--- config.mk ---
export PLATFORM = sky130hd
export DESIGN_NAME = fetch_unit
export DESIGN_NICKNAME = d
export VERILOG_FILES = /design/src/rtl/mips_pkg.sv /design/src/rtl/fetch_unit.sv
export SDC_FILE = /design/constraint.sdc
export NUM_CORES = 1
export LEC_CHECK = 0
export ABC_AREA = 1
export ABC_CLOCK_PERIOD_IN_PS = 2370
export BUFFER_PORTS_ARGS = -buffer_cell sky130_fd_sc_hd__buf_2
export CAP_MARGIN = 20
export CORE_MARGIN = 2
export CORE_UTILIZATION = 50
export DETAILED_ROUTE_END_ITERATION = 6
export PLACE_DENSITY = 0.89
export SYNTH_ARGS = -nofsm -noshare
export SYNTH_HDL_FRONTEND = slang
export SYNTH_SLANG_ARGS = --single-unit
--- constraint.sdc ---
create_clock -name clk -period 2.37 [get_ports clk]
set_input_delay 0.237 -clock clk [delete_from_list [all_inputs] [get_ports clk]]
set_output_delay 0.237 -clock clk [all_outputs]
set_load 0.02 [all_outputs]
--- src/rtl/mips_pkg.sv ---
// shared word, opcode, control and stage payload types for the pipeline RTL and its testbench
package mips_pkg;

    typedef logic [31:0] word_t;
    typedef logic [4:0]  reg_addr_t;

    // primary opcode field, bits 31:26
    typedef enum logic [5:0] {
        OP_RTYPE = 6'h00,
        OP_J     = 6'h02,
        OP_BEQ   = 6'h04,
        OP_BNE   = 6'h05,
        OP_ADDIU = 6'h09,
        OP_LW    = 6'h23,
        OP_SW    = 6'h2B
    } opcode_t;

    // function field of R-type instructions, bits 5:0
    typedef enum logic [5:0] {
        FN_ADDU = 6'h21,
        FN_SUBU = 6'h23,
        FN_AND  = 6'h24,
        FN_OR   = 6'h25,
        FN_SLT  = 6'h2A
    } funct_t;

    typedef enum logic [2:0] {
        ALU_ADD,
        ALU_SUB,
        ALU_AND,
        ALU_OR,
        ALU_SLT
    } alu_op_t;

    typedef enum logic [1:0] {
        FWD_RF,
        FWD_MEM,
        FWD_WB
    } fwd_sel_t;

    typedef struct packed {
        logic    reg_wr;
        logic    mem_rd;
        logic    mem_wr;
        logic    use_imm;
        logic    branch_ne;
        logic    branch_eq;
        alu_op_t alu_op;
    } ctrl_t;

    typedef struct packed {
        word_t pc;
        word_t next_pc;
        word_t instr;
    } iss_payload_t;

    typedef struct packed {
        ctrl_t     ctrl;
        reg_addr_t rs;
        reg_addr_t rt;
        reg_addr_t rd;
        word_t     rs_data;
        word_t     rt_data;
        word_t     imm;
        word_t     brn_target;
        word_t     pc;
    } ex_payload_t;

    typedef struct packed {
        logic      reg_wr;
        logic      mem_rd;
        logic      mem_wr;
        reg_addr_t rd;
        word_t     alu_res;
        word_t     store_data;
        word_t     pc;
    } mem_payload_t;

    typedef struct packed {
        logic      reg_wr;
        reg_addr_t rd;
        word_t     data;
        word_t     pc;
    } wb_payload_t;

    typedef struct packed {
        logic  taken;
        word_t target;
    } redirect_t;

    typedef struct packed {
        word_t     pc;
        logic      wr_en;
        reg_addr_t rd;
        word_t     data;
    } retire_t;

    localparam word_t NOP_INSTR = 32'h0000_0000;

endpackage
--- src/rtl/fetch_unit.sv ---
// program counter and next-PC selection, drives the instruction memory address each cycle
`timescale 1ns/1ps

module fetch_unit #(
    parameter mips_pkg::word_t RESET_PC = '0
) (
    input  logic                clk,
    input  logic                arst_n_i,
    input  logic                stall_i,
    input  mips_pkg::redirect_t branch_redirect_i,
    input  mips_pkg::redirect_t jump_redirect_i,
    output mips_pkg::word_t     pc_o,
    output mips_pkg::word_t     next_pc_o
);
    import mips_pkg::*;

    word_t pc_q;

    assign pc_o      = pc_q;
    assign next_pc_o = pc_q + 32'd4;

    // a taken branch in execute overrides everything, the younger jump included
    always_ff @(posedge clk or negedge arst_n_i) begin
        if (!arst_n_i) begin
            pc_q <= RESET_PC;
        end else if (branch_redirect_i.taken) begin
            pc_q <= branch_redirect_i.target;
        end else if (!stall_i) begin
            pc_q <= jump_redirect_i.taken ? jump_redirect_i.target : next_pc_o;
        end
    end

    pc_aligned_a: assert property (@(posedge clk) disable iff (!arst_n_i) pc_o[1:0] == 2'b00);

endmodule

==> results.json <==
{
  "detail-route-antenna-nets": 0,
  "fin_util": 0.678,
  "worstHoldPathType": "in2async",
  "slew_viol_final": 0,
  "dr.pass1.iters": 5,
  "reg2reg_to": "pc_o[26]$_DFFE_PN0P_",
  "synth_seq_cells": 32,
  "rsz0062_at_grt": "false",
  "reg2reg_slack_ns": 0.73,
  "grt_max_degree": 33,
  "layout-drive-gt1-share": 0.326,
  "rows": 26,
  "cts_setup_buffers": 0,
  "die_y_microns": 76.9,
  "setup_viol": 0,
  "clock_latency_ns": 0.29,
  "crit_chain": "ha_1 > nand3_1 > nor2_1 > and2_1 > nand3_1 > nand2_1 > buf_2",
  "numClockSinks": 32,
  "synth_nets": 480,
  "pin_count": 133,
  "vias": 3066,
  "timing.fmax_mhz": 480,
  "power.density_mw_per_mm2": 560,
  "worstSetupPathType": "reg2out",
  "core-area_sq_mm": 0.00511,
  "clk_pin_slew_ns": 0.07,
  "largest_register_ffs": 32,
  "cts_buffers": 5,
  "tightest_slew_ns": 0.713,
  "track_usage": 0.274,
  "die_area_sq_mm": 0.00592,
  "clockBufferDepth": 2,
  "r2r_start": "pc_o[3]$_DFFE_PN0P_",
  "h-tree-depth": 2,
  "drt-initial-drc-count": 169,
  "dp_hpwl_microns": 5870,
  "crit_arrival_ns": 1.85,
  "antenna_cells": 0,
  "antenna_found_initial": 0,
  "wire_per_inst_microns": 12.8,
  "die_w_microns": 76.9,
  "port_buffers": 132,
  "syn_inst": 410,
  "fin_setup_tns_ns": 0,
  "gp_congestion": 0.880,
  "vias_per_cell": 5.08,
  "crit_fanout": 4,
  "timing.slew.headroom": 0.525,
  "routed_wl_microns": 7700,
  "cts_hold_buf": 0,
  "yosysSeqAreaShare": 0.301,
  "layout_min_cycle_time_ns": 2.08,
  "nets": 603,
  "crit_required_ns": 2.13,
  "cts-resized-gates": 0,
  "syn_area_sq_mm": 0.00266,
  "whs_ns": -0.00265,
  "drv_cap": 0,
  "cts_tree": "yes",
  "crit_slowest_cell": "dfrtp_1",
  "final_common_cell": "nand2_1",
  "status": "finished, violations left",
  "ys_warn_count": 0,
  "end_kind": "output pin",
  "grt_pass1_vias": 2940,
  "cts-root-buf": "clkbuf_8",
  "mostFrequentLayoutCells": "151 x nand2_1, 132 x buf_2, 59 x nor2_1",
  "violations": "negative hold slack",
  "p_leak_nw": 1.82,
  "cpPeakStageDelay_ns": 0.41,
  "cp-start-kind": "flop",
  "crit_top_cell": "nand3_1",
  "initial_core_util": 0.521,
  "finalHoldViolCount": 5,
  "rr_worst_depth": 9,
  "gr-total-overflow": 0,
  "drc_errors": 0,
  "area_growth_pct": 30.2,
  "irDropWorstVdd_uv": 329,
  "period_share": 0.880,
  "crit_start": "pc_o[3]$_DFFE_PN0P_",
  "skew_ns": 0.00411,
  "synth_cell_type_count": 25,
  "grt_pass1_wl_microns": 13300,
  "fin_total_pwr_mw": 1.94,
  "synth_area_per_cell_sq_um": 6.49
}
-- per-layer routing --
layer,GRT usage,vias to the layer above,routed length [microns]
met1,0.336,1384,3290
met3,0.0600,4,561
met5,0,-,0
met2,0.493,113,3800
met4,0.0582,0,53
li1,-,1565,-
-- power by group --
group,switching [mW],internal [mW],total [mW]
Clock,0.210,0.232,0.441
Sequential,0.110,0.615,0.725
Combinational,0.499,0.276,0.775
Total,0.818,1.12,1.94
-- cell families (layout without fill, tap and decap cells) --
group / count (synthesis) / in the layout / synth area share
compound gates: 62 / 62 / 0.134
xor+xnor: 15 / 15 / 0.0691
fa+ha+maj: 1 / 1 / 0.00470
buf+inv: 42 / 166 / 0.0644
flops: 32 / 32 / 0.301
simple gates: 258 / 258 / 0.427
-- worst max-delay path by stage --
stage                           end  cells past startpoint
2_1_floorplan  pc_o[10]$_DFFE_PN0P_                      7
3_3_place_gp          next_pc_o[26]                      8
3_5_place_dp    pc_o[1]$_DFFE_PN0P_                      7
4_1_cts               next_pc_o[28]                      7
5_1_grt               next_pc_o[28]                      7
6_report              next_pc_o[28]                      7
-- area by class of cell --
class	instances	area, sq um
clock buffer	6	82.6
clock inverter	2	10.0
fill	465	1640
inverter	21	78.8
multi-input combinational	336	1690
sequential	32	801
tap	70	87.6
timing repair buffer	137	711
-- Yosys cell counts, drive strengths merged --
cell    instances  area, sq um
xor2           13          166
nor2           72          354
a22oi           1         7.51
a32oi           1         8.76
inv            20         75.1
clkinv          1         3.75
nand2         158          618
buf             7         40.0
ha              1         12.5
xnor2           2         17.5
and2            3         18.8
a31oi          31          194
dfrtp          32          801
nand3          17         85.1
a21oi          29          145
clkbuf         14         52.6
nand3b          8         60.1
-- critical path, delay by kind of cell, from the launching register on --
kind / cells / cell delay (ns)
and+or+nand+nor: 5 / 0.74
DFF: 1 / 0.41
adders and majority gates: 1 / 0.23
buffers and inverters: 1 / 0.18
-- through the flow --
stage	cell area, sq um	cells	worst slack [ns]
final	3460	604	0.285
after global routing	3460	604	0.136
after detailed placement	3370	596	0.523
after global placement	3370	596	0.658
after CTS	3460	604	0.284
after floorplan	2660	410	0.603
Note: power is estimated with default switching activity, not from simulation.
