<file path="src/rtl/mips_pkg.sv">
// shared word, opcode, control and stage payload types for the pipeline RTL and its testbench
package mips_pkg;

    typedef logic [31:0] word_t;
    typedef logic [4:0]  reg_addr_t;

    // primary opcode field, bits 31:26
    typedef enum logic [5:0] {
        OP_RTYPE = 6'h00,
        OP_J     = 6'h02,
        OP_BEQ   = 6'h04,
        OP_BNE   = 6'h05,
        OP_ADDIU = 6'h09,
        OP_LW    = 6'h23,
        OP_SW    = 6'h2B
    } opcode_t;

    // function field of R-type instructions, bits 5:0
    typedef enum logic [5:0] {
        FN_ADDU = 6'h21,
        FN_SUBU = 6'h23,
        FN_AND  = 6'h24,
        FN_OR   = 6'h25,
        FN_SLT  = 6'h2A
    } funct_t;

    typedef enum logic [2:0] {
        ALU_ADD,
        ALU_SUB,
        ALU_AND,
        ALU_OR,
        ALU_SLT
    } alu_op_t;

    typedef enum logic [1:0] {
        FWD_RF,
        FWD_MEM,
        FWD_WB
    } fwd_sel_t;

    typedef struct packed {
        logic    reg_wr;
        logic    mem_rd;
        logic    mem_wr;
        logic    use_imm;
        logic    branch_ne;
        logic    branch_eq;
        alu_op_t alu_op;
    } ctrl_t;

    typedef struct packed {
        word_t pc;
        word_t next_pc;
        word_t instr;
    } iss_payload_t;

    typedef struct packed {
        ctrl_t     ctrl;
        reg_addr_t rs;
        reg_addr_t rt;
        reg_addr_t rd;
        word_t     rs_data;
        word_t     rt_data;
        word_t     imm;
        word_t     brn_target;
        word_t     pc;
    } ex_payload_t;

    typedef struct packed {
        logic      reg_wr;
        logic      mem_rd;
        logic      mem_wr;
        reg_addr_t rd;
        word_t     alu_res;
        word_t     store_data;
        word_t     pc;
    } mem_payload_t;

    typedef struct packed {
        logic      reg_wr;
        reg_addr_t rd;
        word_t     data;
        word_t     pc;
    } wb_payload_t;

    typedef struct packed {
        logic  taken;
        word_t target;
    } redirect_t;

    typedef struct packed {
        word_t     pc;
        logic      wr_en;
        reg_addr_t rd;
        word_t     data;
    } retire_t;

    localparam word_t NOP_INSTR = 32'h0000_0000;

endpackage
</file>
<file path="src/rtl/hazard_unit.sv">
// hazard detection: forwarding selects, load-use stall and flushes for jumps and taken branches
`timescale 1ns/1ps

module hazard_unit (
    input  logic                ex_valid_i,
    input  mips_pkg::reg_addr_t ex_rs_i,
    input  mips_pkg::reg_addr_t ex_rt_i,
    input  logic                ex_mem_rd_i,
    input  mips_pkg::reg_addr_t ex_rd_i,
    input  mips_pkg::reg_addr_t dec_rs_i,
    input  mips_pkg::reg_addr_t dec_rt_i,
    input  logic                mem_valid_i,
    input  logic                mem_reg_wr_i,
    input  mips_pkg::reg_addr_t mem_rd_i,
    input  logic                wb_valid_i,
    input  logic                wb_reg_wr_i,
    input  mips_pkg::reg_addr_t wb_rd_i,
    input  logic                jump_taken_i,
    input  logic                branch_taken_i,
    output logic                stall_o,
    output logic                flush_iss_o,
    output logic                flush_ex_o,
    output mips_pkg::fwd_sel_t  fwd_a_o,
    output mips_pkg::fwd_sel_t  fwd_b_o
);
    import mips_pkg::*;

    logic load_use;

    // the memory stage holds the younger result, so it is checked first
    function automatic fwd_sel_t fwd_src(reg_addr_t src);
        if (src == '0) begin
            return FWD_RF;
        end
        if (mem_valid_i && mem_reg_wr_i && mem_rd_i == src) begin
            return FWD_MEM;
        end
        if (wb_valid_i && wb_reg_wr_i && wb_rd_i == src) begin
            return FWD_WB;
        end
        return FWD_RF;
    endfunction

    always_comb begin
        fwd_a_o = fwd_src(ex_rs_i);
        fwd_b_o = fwd_src(ex_rt_i);
    end

    assign load_use = ex_valid_i && ex_mem_rd_i && (ex_rd_i != '0) &&
                      (ex_rd_i == dec_rs_i || ex_rd_i == dec_rt_i);

    assign stall_o     = load_use && !branch_taken_i;
    // a jump held by a stall must stay in decode until it can redirect
    assign flush_iss_o = branch_taken_i || (jump_taken_i && !load_use);
    assign flush_ex_o  = branch_taken_i || load_use;

    // a load in execute is never a branch, so a stall request never meets a branch flush
    always_comb begin
        branch_flush_a: assert final (!(branch_taken_i && load_use));
    end

endmodule

</file>
<file path="config.mk">
export PLATFORM = sky130hd
export DESIGN_NAME = hazard_unit
export DESIGN_NICKNAME = d
export VERILOG_FILES = /design/src/rtl/mips_pkg.sv /design/src/rtl/hazard_unit.sv
export SDC_FILE = /design/constraint.sdc
export NUM_CORES = 1
export LEC_CHECK = 0
export BUFFER_PORTS_ARGS = -buffer_cell sky130_fd_sc_hd__buf_2
export CAP_MARGIN = 20
export CORE_AREA = 10 10 47 49
export DETAILED_ROUTE_END_ITERATION = 10
export DIE_AREA = 0 0 57 59
export GPL_TIMING_DRIVEN = 1
export PLACE_DENSITY = 0.85
export SETUP_SLACK_MARGIN = 0.02
export SLEW_MARGIN = 15
export SYNTH_ARGS = -nofsm -noshare
export SYNTH_HDL_FRONTEND = slang
export SYNTH_SLANG_ARGS = --single-unit
</file>
<file path="constraint.sdc">
create_clock -name vclk -period 1.7
set_clock_uncertainty 0.1 [all_clocks]
set_input_delay 0.085 -clock vclk [all_inputs]
set_output_delay 0.085 -clock vclk [all_outputs]
set_load 0.02 [all_outputs]
</file>
==> results by group <==
Status
  – Status: completed

Pwr
  – Clock share of power: 0%
  – P_leak: 0.0003299 uW
  – Peak VDD IR: 0.0001005 V
  – Psw: 79.83 uW
  – Switching part of the total: a little under half
  – P_int: just under 90 uW
  – Seq pwr share: 0%
  – Power Density: between 200 and 250 nW/um^2
  – Comb pwr share: 100.0%

GRT
  – GRT Util Overall: 10.13%
  – Total gr overflow: 0
  – Vias in the first global route: 676
  – Global-route wire length before repair: between 2 and 3 mm
  – Pin count of the biggest net entering global routing: 5
  – Initial antenna violation count: 0

Drt
  – Remaining antenna violation count: 0
  – Routed wire length: roughly 1.9 mm
  – DRC: 0
  – Via Count: roughly 610
  – Drt wl/cell: 14.98 um
  – DR pass1 iterations: 4
  – DRT iter0 DRCs: 10
  – Via-to-Cell Ratio: around 4.8

Floorplanning
  – Initial Utilization: 30.80%
  – Die H: 59 um
  – Cell row count: 14
  – Die area: 3363 sq um
  – Die Wd: between 50 and 60 um
  – Top Ports: 50
  – Core Box Area: 1401 sq um

CTS
  – Post-CTS setup buffer count: 0
  – Post-CTS sizing: 0
  – Hold_buf cts: 0

Place
  – Pre-CTS setup slack: around 0.26 ns
  – Gpl congestion: roughly 0.79
  – Dpl hpwl: about 1.8 mm
  – Number of buffers added on ports: 50

Cells and area
  – Antenna Cells: 0
  – Share of cells above drive strength 1: between 40% and 50%
  – Area grow syn2layout: 62.61%
  – Clock buffers: 0
  – Final sequential cell count: 0
  – Fin nets: approximately 160
  – FF+latch area: 0 sq um
  – Fillcell total: 148

Timing
  – Final setup vio count: 0
  – Fmax: 692.9 MHz
  – Relative slew slack: 80.23%
  – TNS Setup: 0 ns
  – Final Hold Vio Count: 0
  – Slew @ Worst Pin: roughly 0.30 ns
  – Final period utilization: 84.90%
  – Crit path time final: approximately 1.4 ns
  – Final Max Slew Viols: 0
  – Unrepaired setup endpoints after global routing: no
  – Final worst slack: 0.2567 ns

Logic synthesis
  – Yosys warns: 0
  – Cell area after synthesis: 431.7 sq um
  – Synth Area per Inst: a little over 7 sq um
  – Syn Nets: 103
  – Register area share after synthesis: 0%
  – Distinct cells, synth: 14
  – Cells after synthesis: 60

Setup path
  – Crit path capture: flush_iss_o
  – Worst Setup Path Type: primary input to output pin
  – Setup crit start kind: primary input
  – CP startpoint: ex_rd_i[3]
  – Critical path peak fanout: 3
  – Worst Path Required: about 1.5 ns
  – Setup crit end kind: output pin
  – Critical Path AT: 1.26 ns

Min path
  – Worst Hold Class: primary input to output pin

Flow run
  – Total of max-cap violations: 0
worst max-delay path, cell delays in order:
cell	delay, ns
buf_2	0.12
or4_1	0.51
nor2_1	0.13
or3_2	0.14
o22a_2	0.11
buf_2	0.15
layout by cell type, fill, tap and decap left out:
cell type	Yosys	layout
a22oi_1	1	1
buf_2	0	50
inv_1	1	1
nand2_1	2	2
nand3_1	2	2
nand4_1	4	4
nor2_1	6	6
nor3_1	4	4
nor4_1	4	4
o22a_2	1	1
o31ai_1	1	1
or3_2	1	1
or4_1	3	3
xnor2_1	18	18
xor2_1	12	12
routing by layer:
metal | GRT usage, % | vias up | wire length, um
li1 | - | 315 | -
met1 | 8.137 | 282 | 549
met2 | 24.34 | 8 | 1275
met3 | 1.502 | 0 | 62
met4 | 0.6711 | 0 | 0
met5 | 0 | - | 0
synth_stat cells:
cell	n	area share [%]
nor3_1	4	4.6
o22a_2	1	2.3
inv_1	1	0.87
nand4_1	4	5.8
nor2_1	6	5.2
xor2_1	12	24
or4_1	3	5.2
xnor2_1	18	37
nor4_1	4	5.8
nand3_1	2	2.3
o31ai_1	1	1.7
a22oi_1	1	1.7
nand2_1	2	1.7
or3_2	1	1.7
stage by stage:
stage               instances  power [uW]  instance area, sq um  hold slack (ns)  utilization (%)
floorplan                  60       80.60                 431.7           0.2089                -
global placement          126       159.8                 701.9           0.4067            50.09
detailed placement        126       167.4                 701.9           0.4188            50.09
CTS                       126       167.9                 701.9           0.4189            50.09
global route              126       184.8                 701.9           0.4306            50.09
finish                    126       167.4                 701.9           0.4138            50.09
final cells by class:
type | instances | area, sq um | area share, %
Multi-Input combinational cell | 59 | 427.9 | 60.96
Inverter | 1 | 3.754 | 0.5348
Tap cell | 16 | 20.02 | 2.852
Timing Repair Buffer | 50 | 250.2 | 35.65
how the worst min path moves through the flow:
stage	from	to	cells past startpoint
after CTS	branch_taken_i	flush_ex_o	4
after detailed placement	branch_taken_i	flush_ex_o	4
after floorplan	wb_reg_wr_i	fwd_b_o[1]	2
after global placement	branch_taken_i	flush_ex_o	4
final	branch_taken_i	flush_ex_o	4
after global routing	jump_taken_i	flush_iss_o	3
power by group through the flow:
stage / registers, uW / clock network, uW / logic, uW
final: 0 / 0 / 167
after global routing: 0 / 0 / 185
after CTS: 0 / 0 / 168
after detailed placement: 0 / 0 / 167
after global placement: 0 / 0 / 160
after floorplan: 0 / 0 / 80.6
cell families after synthesis:
logic type      count (synthesis)  share of synthesized area [%]
buf+inv                         1                         0.8687
compound gates                  3                          5.798
simple gates                   26                          32.46
xor+xnor                       30                          60.87
No activity file was read; power rests on OpenSTA's default activity.
