### src/rtl/mips_pkg.sv
// shared word, opcode, control and stage payload types for the pipeline RTL and its testbench
package mips_pkg;

    typedef logic [31:0] word_t;
    typedef logic [4:0]  reg_addr_t;

    // primary opcode field, bits 31:26
    typedef enum logic [5:0] {
        OP_RTYPE = 6'h00,
        OP_J     = 6'h02,
        OP_BEQ   = 6'h04,
        OP_BNE   = 6'h05,
        OP_ADDIU = 6'h09,
        OP_LW    = 6'h23,
        OP_SW    = 6'h2B
    } opcode_t;

    // function field of R-type instructions, bits 5:0
    typedef enum logic [5:0] {
        FN_ADDU = 6'h21,
        FN_SUBU = 6'h23,
        FN_AND  = 6'h24,
        FN_OR   = 6'h25,
        FN_SLT  = 6'h2A
    } funct_t;

    typedef enum logic [2:0] {
        ALU_ADD,
        ALU_SUB,
        ALU_AND,
        ALU_OR,
        ALU_SLT
    } alu_op_t;

    typedef enum logic [1:0] {
        FWD_RF,
        FWD_MEM,
        FWD_WB
    } fwd_sel_t;

    typedef struct packed {
        logic    reg_wr;
        logic    mem_rd;
        logic    mem_wr;
        logic    use_imm;
        logic    branch_ne;
        logic    branch_eq;
        alu_op_t alu_op;
    } ctrl_t;

    typedef struct packed {
        word_t pc;
        word_t next_pc;
        word_t instr;
    } iss_payload_t;

    typedef struct packed {
        ctrl_t     ctrl;
        reg_addr_t rs;
        reg_addr_t rt;
        reg_addr_t rd;
        word_t     rs_data;
        word_t     rt_data;
        word_t     imm;
        word_t     brn_target;
        word_t     pc;
    } ex_payload_t;

    typedef struct packed {
        logic      reg_wr;
        logic      mem_rd;
        logic      mem_wr;
        reg_addr_t rd;
        word_t     alu_res;
        word_t     store_data;
        word_t     pc;
    } mem_payload_t;

    typedef struct packed {
        logic      reg_wr;
        reg_addr_t rd;
        word_t     data;
        word_t     pc;
    } wb_payload_t;

    typedef struct packed {
        logic  taken;
        word_t target;
    } redirect_t;

    typedef struct packed {
        word_t     pc;
        logic      wr_en;
        reg_addr_t rd;
        word_t     data;
    } retire_t;

    localparam word_t NOP_INSTR = 32'h0000_0000;

endpackage
### src/rtl/decode_unit.sv
// instruction decode: field split, control generation, immediate and jump/branch targets
`timescale 1ns/1ps

module decode_unit (
    input  logic                   valid_i,
    input  mips_pkg::iss_payload_t iss_i,
    output mips_pkg::ctrl_t        ctrl_o,
    output mips_pkg::reg_addr_t    rs_o,
    output mips_pkg::reg_addr_t    rt_o,
    output mips_pkg::reg_addr_t    rd_o,
    output mips_pkg::word_t        imm_o,
    output mips_pkg::word_t        brn_target_o,
    output mips_pkg::redirect_t    jump_redirect_o
);
    import mips_pkg::*;

    logic [5:0] op;
    logic [5:0] funct;

    assign op    = iss_i.instr[31:26];
    assign funct = iss_i.instr[5:0];

    assign rs_o = iss_i.instr[25:21];
    assign rt_o = iss_i.instr[20:16];
    // I-type results go to rt
    assign rd_o = (op == OP_RTYPE) ? iss_i.instr[15:11] : iss_i.instr[20:16];

    assign imm_o        = {{16{iss_i.instr[15]}}, iss_i.instr[15:0]};
    assign brn_target_o = iss_i.next_pc + {imm_o[29:0], 2'b00};

    assign jump_redirect_o.taken  = valid_i && (op == OP_J);
    assign jump_redirect_o.target = {iss_i.next_pc[31:28], iss_i.instr[25:0], 2'b00};

    // anything not listed keeps all control low and passes down as a bubble
    always_comb begin
        ctrl_o        = '0;
        ctrl_o.alu_op = ALU_ADD;
        case (op)
            OP_RTYPE: begin
                ctrl_o.reg_wr = 1'b1;
                case (funct)
                    FN_ADDU: ctrl_o.alu_op = ALU_ADD;
                    FN_SUBU: ctrl_o.alu_op = ALU_SUB;
                    FN_AND:  ctrl_o.alu_op = ALU_AND;
                    FN_OR:   ctrl_o.alu_op = ALU_OR;
                    FN_SLT:  ctrl_o.alu_op = ALU_SLT;
                    default: ctrl_o.reg_wr = 1'b0;
                endcase
            end
            OP_ADDIU: begin
                ctrl_o.reg_wr  = 1'b1;
                ctrl_o.use_imm = 1'b1;
            end
            OP_LW: begin
                ctrl_o.reg_wr  = 1'b1;
                ctrl_o.mem_rd  = 1'b1;
                ctrl_o.use_imm = 1'b1;
            end
            OP_SW: begin
                ctrl_o.mem_wr  = 1'b1;
                ctrl_o.use_imm = 1'b1;
            end
            OP_BEQ: begin
                ctrl_o.branch_eq = 1'b1;
                ctrl_o.alu_op    = ALU_SUB;
            end
            OP_BNE: begin
                ctrl_o.branch_ne = 1'b1;
                ctrl_o.alu_op    = ALU_SUB;
            end
            default: begin
                ctrl_o = '0;
            end
        endcase
    end

endmodule

### config.mk
export PLATFORM = sky130hd
export DESIGN_NAME = decode_unit
export DESIGN_NICKNAME = d
export VERILOG_FILES = /design/src/rtl/mips_pkg.sv /design/src/rtl/decode_unit.sv
export SDC_FILE = /design/constraint.sdc
export NUM_CORES = 1
export LEC_CHECK = 0
export ABC_AREA = 1
export ABC_CLOCK_PERIOD_IN_PS = 1800
export BUFFER_PORTS_ARGS = -buffer_cell sky130_fd_sc_hd__buf_2
export CAP_MARGIN = 20
export CORE_MARGIN = 5
export CORE_UTILIZATION = 40
export DETAILED_ROUTE_END_ITERATION = 12
export PLACE_DENSITY_LB_ADDON = 0.1
export SYNTH_ARGS = -nofsm -noshare
export SYNTH_HDL_FRONTEND = slang
export SYNTH_SLANG_ARGS = --single-unit
### constraint.sdc
create_clock -name vclk -period 1.8
set_input_delay 0.09 -clock vclk [all_inputs]
set_output_delay 0.09 -clock vclk [all_outputs]
set_load 0.005 [all_outputs]
==> results_dict.tcl <==
set metrics [dict create \
    fin_area_um2 3676 \
    portBuffers 165 \
    path_buf_inv 2 \
    worstPathArrival_ns 1.60 \
    post-route-period-util_pct 93.66 \
    num_rows 31 \
    hold_ws_ns 0.1800 \
    place.gp.congestion 0.9452 \
    vias 3542 \
    cp-end-kind "output pin" \
    met3_usage_pct 2.590 \
    yosys.area.top_type "nand2_1" \
    crit_path_cell_trace "buf_2 > ha_1 > nand2_1 > nand2_1 > a21oi_1 > nor2_1 > nor2_1 > nand2_1 > xor2_1 > buf_2" \
    met1_usage_pct 23.72 \
    power.density_nw_per_um2 320.0 \
    start_kind "input port" \
    worst-setup-path-type "input port to output pin" \
    met2_usage_pct 34.71 \
    initial_core_util_pct 41.51 \
    ctsHoldBuffers 0 \
    drt-initial-drc-count 133 \
    regArea_um2 0 \
    post_drt_wl_per_cell_um 11.62 \
    grt-busiest-layer "met2" \
    synth.area.top_cells "nand2_1, buf_4, inv_1" \
    antenna_found_initial 0 \
    holdPathEnd "jump_redirect_o[25]" \
    syn_inst 579 \
    finalSetupViolations 0 \
    chipWidth_um 96.99 \
    gr-total-overflow 0 \
    syn-cell-area_um2 3027 \
    synth_most_common_cell "nand2_1" \
    nets 818 \
    grt_max_degree 20 \
    placed_area_um2 3552 \
    synth_commonest_cells "nand2_1, inv_1, buf_4, nor2_1, nand3_1" \
    drtPass1Iterations 4 \
    finalPower_w 0.001176 \
    grt_pass1_vias 3393 \
    worst_ir_drop_vdd_mv 0.1352 \
    syn_area_per_cell_um2 5.227 \
    fmax_ghz 0.5932 \
    required_ns 1.71 \
    dp_hpwl_mm 8.352 \
    seq_cells 0 \
    cpMostUsedCell "nand2_1" \
    hp-start "iss_i[23]" \
    fin_crit_ns 1.686 \
    status "finished clean" \
    slowest_stage "ha_1" \
    finalMaxSlewViolations 0 \
    rsz0062_at_grt "yes" \
    yosysSeqAreaShare_pct 0 \
    hp-class "input port to output pin" \
    crit_family "simple AND/OR/NAND/NOR gates" \
    cp_max_fo 4 \
    hold_viol_final 0 \
    ys_warn_count 0 \
    avgViaCountPerCell 4.495 \
    grt_pass1_wl_mm 15.37 \
    critPathMaxStageDelay_ns 0.36 \
    remaining_drc_errors 0 \
    drv_cap 0 \
    clkbuf_count 0 \
    synth_cell_types 26 \
    track_usage_pct 18.59 \
    io_pins 218 \
    synth.top_cell.area_share_pct 26.42 \
    drive_gt1_share_pct 35.27 \
    power.leakage_nw 2.420 \
    area_growth_pct 21.46 \
    postRouteAntennaNets 0 \
    die_h_um 96.99 \
    dieArea_um2 9406 \
    fin_util_pct 50.41 \
    core_um2 7292 \
    whs_path_depth 0 \
    wirelength_mm 9.159 \
    n_antenna_cell 0 \
]
==> layout by cell type, fill, tap and decap left out, types with 2 or more instances in the layout <==
cell	netlist	layout
ha_1	29	16
xnor2_1	2	2
nor2_1	44	43
buf_2	0	163
ha_4	0	2
ha_2	0	11
nand3_2	3	5
nor2_2	7	8
nand3_1	33	30
conb_1	1	2
inv_2	3	4
nor3_2	3	3
nand4_1	7	7
a21oi_1	20	16
buf_4	76	21
nand2_1	213	208
nand2_2	9	14
inv_1	99	98
o21ai_0	3	3
o21bai_1	4	4
xor2_1	13	13
a21oi_2	1	5
nor3_1	3	3
==> report_power, final <==
part / switching (W) / internal, W
logic: 0.000669 / 0.000507
registers: 0 / 0
clock network: 0 / 0
total: 0.000669 / 0.000507
==> what timing repair did <==
action / in CTS / in global routing
gates resized for setup: 4 / 29
buffers inserted: 1 / 0
endpoints found under the setup margin: 5 / 16
pin swaps: 1 / 2
==> metal layers <==
| metal | routed length (um) | part of all wire (%) | vias up |
|---|---|---|---|
| met5 | 0 | 0 | - |
| li1 | - | - | 1913 |
| met1 | 4184 | 46 | 1509 |
| met3 | 648 | 7.1 | 7 |
| met4 | 20 | 0.22 | 0 |
| met2 | 4306 | 47 | 113 |
==> final cells by class <==
cell class                 instances  area [um^2]
fill                             882         3616
inverter                         102        382.9
multi-input combinational        402         2185
tap                               99        123.9
timing repair buffer             185        984.7
==> worst max-delay path by stage <==
stage,from,end,slack (ns),cells past startpoint
after floorplan,iss_i[0],brn_target_o[18],0.29,11
after global placement,iss_i[0],brn_target_o[30],-0.11,15
after detailed placement,iss_i[0],brn_target_o[30],-0.15,15
after CTS,iss_i[0],brn_target_o[30],0.05,15
after global routing,iss_i[10],brn_target_o[30],-0.004,14
final,iss_i[8],brn_target_o[17],0.11,10
==> per-stage QoR <==
stage	TNS, ns	instances	worst slack (ns)
global placement	-0.2042	787	-0.1129
floorplan	0	580	0.2877
finish	0	788	0.1142
global route	-0.006848	788	-0.004330
detailed placement	-0.2778	787	-0.1461
CTS	0	788	0.05096
==> cell families after synthesis <==
family / count (synthesis) / synth area share, %
AND/OR/NAND/NOR: 325 / 45.68
adder cells (fa/ha/maj): 30 / 12.65
buffers and inverters: 178 / 31.50
other: 1 / 0.1239
AO/OA/AOI/OAI: 30 / 5.705
XOR/XNOR: 15 / 4.341
(Power assumes the default switching activity.)
