**config.mk**
```make
export PLATFORM = sky130hd
export DESIGN_NAME = regfile
export DESIGN_NICKNAME = d
export VERILOG_FILES = /design/src/rtl/mips_pkg.sv /design/src/rtl/regfile.sv
export SDC_FILE = /design/constraint.sdc
export NUM_CORES = 2
export LEC_CHECK = 0
export BUFFER_PORTS_ARGS = -buffer_cell sky130_fd_sc_hd__buf_2
export CAP_MARGIN = 20
export CORE_UTILIZATION = 50
export DETAILED_ROUTE_END_ITERATION = 10
export PLACE_DENSITY = 0.68
export SYNTH_ARGS = -nofsm -noshare
export SYNTH_HDL_FRONTEND = slang
export SYNTH_SLANG_ARGS = --single-unit
```
**constraint.sdc**
```tcl
create_clock -name clk -period 1.85 [get_ports clk]
set_input_delay 0.0925 -clock clk [delete_from_list [all_inputs] [get_ports clk]]
set_output_delay 0.0925 -clock clk [all_outputs]
set_load 0.01 [all_outputs]
```
**src/rtl/mips_pkg.sv**
```systemverilog
// shared word, opcode, control and stage payload types for the pipeline RTL and its testbench
package mips_pkg;

    typedef logic [31:0] word_t;
    typedef logic [4:0]  reg_addr_t;

    // primary opcode field, bits 31:26
    typedef enum logic [5:0] {
        OP_RTYPE = 6'h00,
        OP_J     = 6'h02,
        OP_BEQ   = 6'h04,
        OP_BNE   = 6'h05,
        OP_ADDIU = 6'h09,
        OP_LW    = 6'h23,
        OP_SW    = 6'h2B
    } opcode_t;

    // function field of R-type instructions, bits 5:0
    typedef enum logic [5:0] {
        FN_ADDU = 6'h21,
        FN_SUBU = 6'h23,
        FN_AND  = 6'h24,
        FN_OR   = 6'h25,
        FN_SLT  = 6'h2A
    } funct_t;

    typedef enum logic [2:0] {
        ALU_ADD,
        ALU_SUB,
        ALU_AND,
        ALU_OR,
        ALU_SLT
    } alu_op_t;

    typedef enum logic [1:0] {
        FWD_RF,
        FWD_MEM,
        FWD_WB
    } fwd_sel_t;

    typedef struct packed {
        logic    reg_wr;
        logic    mem_rd;
        logic    mem_wr;
        logic    use_imm;
        logic    branch_ne;
        logic    branch_eq;
        alu_op_t alu_op;
    } ctrl_t;

    typedef struct packed {
        word_t pc;
        word_t next_pc;
        word_t instr;
    } iss_payload_t;

    typedef struct packed {
        ctrl_t     ctrl;
        reg_addr_t rs;
        reg_addr_t rt;
        reg_addr_t rd;
        word_t     rs_data;
        word_t     rt_data;
        word_t     imm;
        word_t     brn_target;
        word_t     pc;
    } ex_payload_t;

    typedef struct packed {
        logic      reg_wr;
        logic      mem_rd;
        logic      mem_wr;
        reg_addr_t rd;
        word_t     alu_res;
        word_t     store_data;
        word_t     pc;
    } mem_payload_t;

    typedef struct packed {
        logic      reg_wr;
        reg_addr_t rd;
        word_t     data;
        word_t     pc;
    } wb_payload_t;

    typedef struct packed {
        logic  taken;
        word_t target;
    } redirect_t;

    typedef struct packed {
        word_t     pc;
        logic      wr_en;
        reg_addr_t rd;
        word_t     data;
    } retire_t;

    localparam word_t NOP_INSTR = 32'h0000_0000;

endpackage
```
**src/rtl/regfile.sv**
```systemverilog
// 32-entry register file, two combinational read ports with bypass from the write port
`timescale 1ns/1ps

module regfile (
    input  logic                clk,
    input  logic                arst_n_i,
    input  mips_pkg::reg_addr_t rd_addr_a_i,
    input  mips_pkg::reg_addr_t rd_addr_b_i,
    output mips_pkg::word_t     rd_data_a_o,
    output mips_pkg::word_t     rd_data_b_o,
    input  logic                wr_en_i,
    input  mips_pkg::reg_addr_t wr_addr_i,
    input  mips_pkg::word_t     wr_data_i
);
    import mips_pkg::*;

    word_t regs [32];
    logic  wr_live;

    // writes to register 0 are dropped so it always reads zero
    assign wr_live = wr_en_i && (wr_addr_i != '0);

    always_ff @(posedge clk or negedge arst_n_i) begin
        if (!arst_n_i) begin
            regs <= '{default: '0};
        end else if (wr_live) begin
            regs[wr_addr_i] <= wr_data_i;
        end
    end

    // the writeback value of this cycle is visible to decode in the same cycle
    assign rd_data_a_o = (wr_live && wr_addr_i == rd_addr_a_i) ? wr_data_i :
                         regs[rd_addr_a_i];
    assign rd_data_b_o = (wr_live && wr_addr_i == rd_addr_b_i) ? wr_data_i :
                         regs[rd_addr_b_i];

    zero_reg_a: assert property (@(posedge clk) disable iff (!arst_n_i)
        (rd_addr_a_i == '0 |-> rd_data_a_o == '0) and (rd_addr_b_i == '0 |-> rd_data_b_o == '0));

endmodule

```
==> impl_metrics.env <==
export IMPL_die_width_um=329
export IMPL_largest_reg_flops=1024
export IMPL_irDropWorstVdd_uv=868
export IMPL_critPathCaptureType="output pin"
export IMPL_synth_lib_cells_used_distinct=41
export IMPL_synth_compound_area_share_pct=3.64
export IMPL_place_area_um2=59500
export IMPL_regToRegSetupSlack_ns=0.78
export IMPL_yosys_area_share_simple_pct=2.07
export IMPL_synth_edf_count=0
export IMPL_track_usage_pct=32.5
export IMPL_status="complete, but fails checks"
export IMPL_place_congestion=0.866
export IMPL_synthXorXnorAreaFrac_pct=0.164
export IMPL_rows=119
export IMPL_required_ns=1.76
export IMPL_period_share_pct=150
export IMPL_clockRootBuffer="clkbuf_16"
export IMPL_power_mw=67.2
export IMPL_reg2regPathDepth=3
export IMPL_tightestPinTransition_ns=0.973
export IMPL_layout_cells_non_filler=5232
export IMPL_place_hpwl_mm=112
export IMPL_grt_pass1_vias=38300
export IMPL_rsz0062_at_grt="true"
export IMPL_ys_async_sr_fraction_pct=100
export IMPL_port_buffers=113
export IMPL_cts_made_buffers=110
export IMPL_num_vias=36200
export IMPL_htreeDepth=3
export IMPL_holdPathStages=2
export IMPL_fp_dieH_um=329
export IMPL_layout_setup_ws_ns=-0.919
export IMPL_synth_flop_cell="dfrtp_1"
export IMPL_dr_pass1_iters=8
export IMPL_clockBufferDepth=3
export IMPL_synth_seq_area_share_pct=47.9
export IMPL_multi_input_area_um2=27200
export IMPL_post_route_drc_count=14
export IMPL_synthMuxAreaShare_pct=42.6
export IMPL_timing_setup_critical_path_class="reg2out"
export IMPL_grt_max_degree=116
export IMPL_crit_start="regs[798]"
export IMPL_grt_pass1_wl_mm=257
export IMPL_start_kind="flip-flop"
export IMPL_worstSkewPairLatency_ns=0.69
export IMPL_r2r_start="regs[534]"
export IMPL_syn_nets=3533
export IMPL_drt_initial_drc_count=3901
export IMPL_finalSetupViolCount=64
export IMPL_maxCapViolations=0
export IMPL_finalNetCount=3794
export IMPL_top_register="regs"
export IMPL_drive_gt1_share_pct=55.6
export IMPL_start_util_pct=50.6
export IMPL_ys_seq_elements=1024
export IMPL_clock_fmax_mhz=361
export IMPL_wirelength_mm=173
export IMPL_antenna_found_initial=11
export IMPL_io_pin_count=114
export IMPL_arrival_ns=2.68
export IMPL_syn_area_um2=53400
export IMPL_synth_fa_ha_area_share_pct=0
export IMPL_yosys_warnings=0
export IMPL_violations="DRC, setup timing"
export IMPL_finalMaxSlewViolations=0
export IMPL_timing_critical_path_to="rd_data_a_o[30]"
export IMPL_core_um2=106000
export IMPL_p_leak_nw=28.2
export IMPL_p_per_area_nw_per_um2=1040
export IMPL_cts_sinks=1024
export IMPL_final_core_util_pct=61.4
export IMPL_synth_top_family_by_area="multiplexers"
export IMPL_syn_inst=3483
export IMPL_min_path_type="in2reg"
export IMPL_critPathMaxFanout=3
export IMPL_r2r_end="regs[534]"
export IMPL_fin_worst_skew_ns=0
export IMPL_period_needed_ns=2.77
export IMPL_top_regs="regs (1024)"
export IMPL_relSlewSlack_pct=34.9
export IMPL_regArea_um2=25600
export IMPL_avgViaCountPerCell=6.92
export IMPL_dieArea_um2=108000
export IMPL_dp_cells=4987
export IMPL_cts_reportedPaths_clkPinSlew_ns=0.06
export IMPL_wl_per_cell_um=33.1
export IMPL_finalHoldViolCount=0
export IMPL_cts_tree="done"
export IMPL_syn_area_per_cell_um2=15.3
export IMPL_final_area_um2=64900
export IMPL_gr_total_overflow=0
export IMPL_antenna_left=0
export IMPL_syn2layout_area_growth_pct=21.4
export IMPL_fillers=7519
## logic make-up after synthesis
| logic type | count (synthesis) |
|---|---|
| DFF | 1024 |
| AOI/OAI and AO/OA | 320 |
| and+or+nand+nor | 204 |
| muxes | 1510 |
| xor gates and xnor gates | 10 |
| buffers and inverters | 415 |
## through the flow
step                hold WS [ns]  TNS, ns  worst slack, ns
CTS                    0.0000544   -34.06           -0.939
detailed placement      -0.00113   -16.92           -0.386
finish                    0.0340   -31.93           -0.919
global route              0.0583   -35.11           -0.957
global placement        -0.00125   -16.73           -0.396
floorplan                 -0.203        0           0.0438
## cell type report
| cell class | count | area share, % |
|---|---|---|
| diodes | 4 | 0.0154 |
| clock buffers | 168 | 5.15 |
| clock inverters | 37 | 0.770 |
| inverters | 3 | 0.0174 |
| multi-input cells | 2044 | 42.0 |
| flip-flops and latches | 1024 | 39.5 |
| well taps | 1391 | 2.68 |
| repair buffers | 561 | 9.90 |
## Yosys cell counts (all sizes together), types with 2 or more instances
library cell | instances | area [um2]
o22ai | 248 | 1550
and2 | 2 | 12.5
or3 | 3 | 18.8
dfrtp | 1024 | 25600
a211oi | 2 | 15.0
xor2 | 4 | 35.0
buf | 191 | 1090
nor2b | 3 | 18.8
or3b | 2 | 17.5
a221oi | 2 | 17.5
xnor2 | 6 | 52.6
nand3b | 7 | 52.6
mux4 | 511 | 11500
mux2i | 6 | 60.1
nor4 | 2 | 18.8
mux2 | 993 | 11200
or4 | 62 | 465
nand3 | 10 | 50.1
nand2 | 83 | 312
clkbuf | 221 | 833
o21ai | 62 | 310
nor2 | 22 | 82.6
nor3b | 4 | 30.0
inv | 3 | 11.3
## repair_timing
item / 4_1_cts / 5_1_grt
hold endpoints to repair: 1003 / 0
resized for setup: 158 / 81
endpoints found under the setup margin: 64 / 64
setup buffers: 15 / 15
pin swaps: 95 / 70
hold buffers: 6 / 0
## where the power goes
group | leakage [nW] | switching [mW] | internal [mW]
combinational | 13.2 | 5.41 | 8.61
clock | 1.89 | 9.39 | 13.9
sequential | 13.1 | 3.22 | 26.7
total | 28.2 | 18.0 | 49.2
## worst min path at each step
stage                              from          to  slack (ns)
after floorplan                arst_n_i     regs[0]       -0.20
after global placement         arst_n_i  regs[1012]      -0.001
after detailed placement       arst_n_i   regs[980]      -0.001
after CTS                 wr_data_i[26]   regs[730]     0.00005
after global routing       wr_data_i[1]   regs[801]        0.06
final                     wr_data_i[21]   regs[725]        0.03
## cell usage in the layout, fill, tap and decap left out, types with 13 or more instances in the layout
cell type | Yosys | routed
mux2_1 | 363 | 363
buf_12 | 0 | 186
o21ai_4 | 0 | 13
mux4_2 | 511 | 511
clkbuf_8 | 0 | 37
o22ai_1 | 248 | 159
clkbuf_16 | 0 | 110
mux2_2 | 630 | 629
o21ai_2 | 0 | 42
buf_4 | 36 | 254
buf_2 | 87 | 93
clkinv_2 | 0 | 16
dfrtp_1 | 1024 | 1024
o22ai_2 | 0 | 88
or4_4 | 0 | 56
clkbuf_1 | 220 | 21
nand2_1 | 83 | 64
buf_6 | 17 | 17
nor2_4 | 0 | 16
nand2_2 | 0 | 18
## per-layer routing
layer / global-route usage, % / vias to the layer above / wire, um / part of all wire (%)
met5: 0 / - / 96 / 0.055
met4: 14.8 / 14 / 8130 / 4.7
met3: 7.89 / 494 / 16600 / 9.6
met2: 50.3 / 2009 / 81600 / 47
met1: 43.7 / 19500 / 66800 / 39
li1: - / 14200 / - / -
## critical path: stages, from the launching register on
cell and delay, ns:
dfrtp_1 0.39, mux4_2 0.48, mux4_2 0.48, nand2_1 0.07
nand3_1 0.08, mux2_4 0.33, buf_6 0.13
(Power assumes the default switching activity.)
