File: src/rtl/pipe_stage_reg.sv
// generic pipeline register with valid bit, stall hold and flush, one instance per stage payload
`timescale 1ns/1ps

module pipe_stage_reg #(
    parameter type payload_t = logic [31:0]
) (
    input  logic     clk,
    input  logic     arst_n_i,
    input  logic     hold_i,
    input  logic     flush_i,
    input  logic     valid_i,
    input  payload_t data_i,
    output logic     valid_o,
    output payload_t data_o
);

    always_ff @(posedge clk or negedge arst_n_i) begin
        if (!arst_n_i) begin
            valid_o <= 1'b0;
        end else if (flush_i) begin
            // a flushed stage turns into a bubble even when held
            valid_o <= 1'b0;
        end else if (!hold_i) begin
            valid_o <= valid_i;
        end
    end

    always_ff @(posedge clk) begin
        if (!hold_i) begin
            data_o <= data_i;
        end
    end

    valid_known_a: assert property (@(posedge clk) disable iff (!arst_n_i) !$isunknown(valid_o));

endmodule

File: config.mk
export PLATFORM = sky130hd
export DESIGN_NAME = pipe_stage_reg
export DESIGN_NICKNAME = d
export VERILOG_FILES = /design/src/rtl/pipe_stage_reg.sv
export SDC_FILE = /design/constraint.sdc
export NUM_CORES = 1
export LEC_CHECK = 0
export BUFFER_PORTS_ARGS = -buffer_cell sky130_fd_sc_hd__buf_4
export CORE_MARGIN = 2
export CORE_UTILIZATION = 37
export CTS_BUF_LIST = sky130_fd_sc_hd__clkbuf_8
export DETAILED_ROUTE_END_ITERATION = 7
export PLACE_DENSITY = 0.73
export SLEW_MARGIN = 40
export SYNTH_ARGS = -nofsm -noshare
export SYNTH_HDL_FRONTEND = slang
export SYNTH_SLANG_ARGS = --single-unit
export TNS_END_PERCENT = 1
File: constraint.sdc
create_clock -name clk -period 0.8 [get_ports clk]
set_clock_uncertainty 0.05 [all_clocks]
set_input_delay 0.12 -clock clk [delete_from_list [all_inputs] [get_ports clk]]
set_output_delay 0.12 -clock clk [all_outputs]
set_load 0.05 [all_outputs]
==> results of run 1 <==
## placed cells by master, fill, tap and decap left out, drive strengths merged
master        Yosys  layout
edfxtp           32      32
dfrtp             1       1
clkinvlp          0       1
clkbuf            0       5
dlymetal6s4s      0      15
buf               0      74
clkinv            0       1
mux2i             1       1
nor2              1       1
inv               1       1
dlygate4sd3       0      17
## power groups by stage
stage | Clock, mW | Sequential [mW] | Combinational, mW
4_1_cts | 1.12 | 2.11 | 1.09
5_1_grt | 1.25 | 2.13 | 1.15
3_3_place_gp | 0 | 2.12 | 0.870
6_report | 1.12 | 2.12 | 1.12
2_1_floorplan | 0 | 2.60 | 0.0275
3_5_place_dp | 0 | 2.12 | 0.876
## final timing paths
kind / start / endpoint / depth (start not counted)
max: data_o[0] / data_o[0] / 1
min: data_i[11] / data_o[11] / 2
max reg2reg: valid_o / valid_o / 2
min reg2reg: valid_o / valid_o / 2
max in group asynchronous: arst_n_i / valid_o / 2
min in group asynchronous: arst_n_i / valid_o / 2
## metal layers
layer	track usage [%]	share of wire (%)
met2	32.6	51
met5	0	0
met4	7.82	1.5
met1	24.4	37
met3	8.37	11
## cell families after synthesis
family                 share of synthesized area [%]
flip-flops                                      98.3
multiplexers                                   0.998
AND/OR/NAND/NOR                                0.374
buffers and inverters                          0.374
## sequential cells by signal (all words and copies together) (netlist names)
register  count
valid_o       1
data_o       32
## metrics by stage
step / util [%] / TNS [ns]
2_1_floorplan: - / -5.35
3_3_place_gp: 63.8 / -1.42
3_5_place_dp: 63.8 / -1.71
4_1_cts: 85.3 / -6.65
5_1_grt: 86.6 / -7.81
6_report: 86.6 / -6.68
## area by class of cell
class	instances	area, um^2	share of cell area (%)
flip-flops and latches	33	986	45.2
clock buffers	5	68.8	3.15
well taps	30	37.5	1.72
clock inverters	2	7.51	0.344
repair buffers	106	1060	48.7
multi-input cells	2	13.8	0.630
inverters	1	7.51	0.344
## timing repair
action                                  in CTS  in global routing
hold endpoints to repair                    34                  0
gates resized for setup                     33                 17
setup buffers                                0                  0
endpoints found under the setup margin      33                 51
hold buffers                                34                  0
==> summary.md, run 1 <==
| Metric | Value |
|---|---|
| Final Hold Fails | 0 |
| Syn Area/Cell | about 28 um^2 |
| First-pass GRT wire length | approximately 4700 um |
| Post-DP Area | roughly 1600 um^2 |
| Mapped Nets | 73 |
| Power, Total | 4.35 mW |
| Drt total wl | 2920 um |
| Share of post-route cells with drive strength above 1 | between 50% and 60% |
| Vias | ~790 |
| Core area | around 2500 um^2 |
| Worst hold path class | in -> reg |
| Antenna Violating Nets Remaining | 0 |
| Synth area leader | edfxtp_1 |
| Area growth syn-to-layout | 118% |
| Non-filler instance count after layout | 179 |
| GP Congestion | around 0.65 |
| Clock network power share | between 20% and 30% |
| Final setup violation count | 42 |
| Relative slew slack | 85.7% |
| Die width | 56.1 um |
| Post-synth EDFFs | 32 |
| Root Buffer Master | clkbuf_8 |
| Critical Path Sink Type | primary output |
| Dpl ws | -0.0656 ns |
| Initial antenna violation count | 0 |
| Filler Cell Count | 102 |
| Failing checks | negative setup slack |
| Final worst slack | -0.238 ns |
| Slew Limit Fails | 0 |
| PD cells | 1990 nW/um^2 |
| Worst setup path class | reg -> out |
| Yosys cell types | 5 |
| Synth cell count leaders | edfxtp_1 (32), dfrtp_1 (1), inv_1 (1), mux2i_1 (1), nor2_1 (1) |
| Least-Margin Pin Slew | 0.208 ns |
| ANT cells | 0 |
| Cell Chain, Critical Path | buf_6 |
| Post-synth top area share | 95.8% |
| Longest Clk Path Bufs | 2 |
| Netlist Area Pre-Place | 1000 um^2 |
| Finished layout cell area | ~2200 um^2 |
| Achievable frequency | 963 MHz |
| Pint | 3.12 mW |
| Rows | 18 |
| DRT iter0 DRCs | 20 |
| Placed Instances | 138 |
| Final min period | just over 1 ns |
| Global route total overflow | 0 |
| Startpoint types | register |
| DR WL/cell | 16.3 um |
| LEAKAGE | 1.05 nW |
| Sequential share of power | about half |
| Fraction of registers with async set/reset | 3.03% |
| Unrepaired setup endpoints after global routing | true |
| Switching fraction of total power | 28.3% |
| Top cell family by delay on the critical path | flip-flops |
| FF+latch count, synth | 33 |
| Drt via density | roughly 4.4 |
| Drt drc | 0 |
| TritonCTS Buffers | 5 |
| Worst-path clk slew | approximately 0.070 ns |
| Worst-path fanout max | 1 |
| WP buf/inv | 1 |
| TritonCTS Sinks | 33 |
| Comb pwr share | around 26% |
| Starting Density | roughly two fifths |
| Synth Warn # | 0 |
| Fin Hold WS | 0.0654 ns |
| Syn Inst Count | 36 |
| Die H | 56.1 um |
| Clock H-tree levels | 2 |
| Flop-to-flop setup slack | -0.04 ns |
| Status | complete, but fails checks |
| Clock Latency Late Sink | ~0.27 ns |
| CTS tree | built |
| # Max-Cap Violations | 0 |
| Largest net degree at the start of global routing | 20 |
| Crit path arrival time | 0.87 ns |
| Fin nets | 186 |
| Top-count cell post-synth | edfxtp_1 |
| Critical path's slowest cell | edfxtp_1 |
| IO Pins | 70 |
| Period utilization | 130% |
| Drt pass-1 iters | 4 |
| Worst EP required | 0.63 ns |
| Ys flop type | edfxtp_1 |
| Max VDD drop | 1.90 mV |
| Gr usage total | 20.3% |
| NetSw | 1.23 mW |
| Die area | 3140 um^2 |
| Vias in the first global route | 949 |
| Worst path max stage delay | 0.41 ns |
| Port bufs | 69 |
| Sequential fraction of the synthesis area | between 90% and 100% |
| Leading post-synthesis cells by cell area | edfxtp_1 (96%), dfrtp_1 (2.5%), mux2i_1 (1.0%) |
Power figures use the tool's default switching activity.
==> run 2, diff against run 1 <==
- CTS_BUF_LIST: sky130_fd_sc_hd__clkbuf_8 -> sky130_fd_sc_hd__clkbuf_2
==> run 2 against run 1 <==
Effect of this change: the flow still finishes with violations (negative setup slack); register-to-register slack improved by 0.05 ns; utilization shrank 2.2 points; cell area decreased by 2.5%; first-iteration DRC count is 40% lower; final cell count grew 1.1%; die area unchanged; critical path depth unchanged; via count is 1.5% lower; global-route usage fell by 1.2 points; wire length shrank 6.3%; sequential share of layout area rose by 1.2 points; critical path type unchanged; critical endpoint is now data_o[5]; largest cell class unchanged; largest power group unchanged.
==> summary.md, run 2 (same netlist as run 1, synthesis figures left out) <==
| Metric | Value |
|---|---|
| DRT iter0 DRCs | 12 |
| Clock H-tree levels | 2 |
| Final Hold Fails | 0 |
| Fin util | 84.4% |
| Global routing's busiest layer | met2 |
| Vias | between 700 and 800 |
| Critical path's slowest cell | edfxtp_1 |
| Port bufs | 69 |
| Longest Clk Path Bufs | 2 |
| Flop-to-flop setup slack | 0.01 ns |
| Clock Latency Late Sink | 0.34 ns |
| First-pass GRT wire length | 4430 um |
| Worst hold path class | in -> reg |
| Dpl ws | -0.0656 ns |
| Gr usage total | 19.1% |
| Fin nets | 188 |
| Rows | 18 |
| Worst reg2reg path startpoint | valid_o |
| Least-Margin Pin Slew | 0.145 ns |
| Register area | 986 um^2 |
| Crit path arrival time | 0.95 ns |
| IO Pins | 70 |
| ANT cells | 0 |
| Filler Cell Count | about 110 |
| Area of the multi-input gates | 13.8 um^2 |
| Met3 GRT Util | 11.6% |
| # Max-Cap Violations | 0 |
| Largest register FFs | 32 |
| TritonCTS Sinks | 33 |
| Die H | 56.1 um |
| Core area | 2520 um^2 |
| Final setup TNS | -9.36 ns |
| Worst hold stages | 4 |
| FF-to-FF path depth | 2 |
| Biggest regs | data_o (32), valid_o (1) |
| Hold path start | hold_i |
| Drt total wl | 2740 um |
| Met1 GRT Util | 21.2% |
| Area growth syn-to-layout | 112% |
| Failing checks | negative setup slack |
| Worst-path fanout max | 1 |
| Starting Density | about two fifths |
| Unrepaired setup endpoints after global routing | true |
| Slew Limit Fails | 0 |
| Drt via density | 4.29 |
| TritonCTS Buffers | 5 |
| Root Buffer Master | clkbuf_2 |
| PD cells | 1840 nW/um^2 |
| Critical Path Sink Type | primary output |
| Final setup violation count | 33 |
| Share of post-route cells with drive strength above 1 | 52.3% |
| Worst setup path class | reg -> out |
| Initial antenna violation count | 0 |
| DR WL/cell | 15.1 um |
| M2 GR Usage | 31.3% |
| Antenna Violating Nets Remaining | 0 |
| LEAKAGE | 0.908 nW |
| Top cell family by delay on the critical path | flip-flops |
| Power, Total | 3.91 mW |
| Period utilization | 140% |
| WP buf/inv | 1 |
| Commonest non-fill, non-tap cell in the layout | buf_4 |
| R2R Path End | valid_o |
| Worst-path clk slew | 0.15 ns |
| Achievable frequency | slightly below 900 MHz |
| Most frequent cells in the layout | buf_4 (37), dlygate4sd3_1 (36), buf_6 (33), edfxtp_1 (32), clkbuf_2 (6) |
| Drt pass-1 iters | 4 |
| Cell Chain, Critical Path | buf_6 |
| Max VDD drop | 1.66 mV |
| Vias in the first global route | 892 |
| Status | complete, but fails checks |
| Relative slew slack | between 90% and 100% |
| Final min period | 1.12 ns |
| Final worst slack | -0.322 ns |
| Global route total overflow | 0 |
| Startpoint types | register |
| Drt drc | 0 |
| Worst EP required | 0.63 ns |
| Biggest register | data_o |
| Worst path max stage delay | around 0.44 ns |
| Hold endpoint | valid_o |
| Die width | around 56 um |
| GP Congestion | 0.649 |
| Largest net degree at the start of global routing | 20 |
| Die area | 3140 um^2 |
| CTS tree | built |
==> run 2: worst max-delay path by stage <==
stage	from	endpoint	slack, ns	cells past startpoint
after floorplan	hold_i	data_o[0]	-0.16	1
after global placement	hold_i	data_o[8]	-0.06	3
after detailed placement	hold_i	data_o[10]	-0.07	3
after CTS	data_o[5]	data_o[5]	-0.35	1
after global routing	data_o[13]	data_o[13]	-0.39	1
final	data_o[5]	data_o[5]	-0.32	1
==> run 2: power breakdown <==
part	total, mW	internal (mW)	leakage (nW)	switching, mW
Sequential	2.11	2.05	0.326	0.0639
Clock	0.690	0.205	0.0265	0.485
Combinational	1.11	0.491	0.555	0.618
Total	3.91	2.74	0.908	1.17
==> run 2: routing by layer <==
metal | up-vias | part of all wire [%]
li1 | 370 | -
met1 | 348 | 36
met2 | 54 | 50
met3 | 4 | 13
met4 | 0 | 1.1
met5 | - | 0
==> run 2: layout make-up <==
| cell class | instances | share of cell area [%] |
|---|---|---|
| Tap cell | 30 | 1.76 |
| Multi-Input combinational cell | 2 | 0.647 |
| Clock buffer | 6 | 1.41 |
| Sequential cell | 33 | 46.3 |
| Timing Repair Buffer | 108 | 49.3 |
| Clock inverter | 1 | 0.176 |
| Inverter | 1 | 0.353 |
==> run 2: repair_timing <==
item                                   CTS  global route
setup buffers                            0             0
endpoints found under the hold margin   34             0
hold buffers                            36             0
gates resized for setup                 33             0
setup endpoints to repair               33            34
==> run 2: through the flow <==
stage                     std cells  hold slack (ns)  cell area (um^2)
after floorplan                  36           -0.226              1010
after global placement          138           -0.155              1610
after detailed placement        138           -0.153              1610
after CTS                       181           0.0841              2130
after global routing            181            0.117              2130
final                           181            0.144              2130
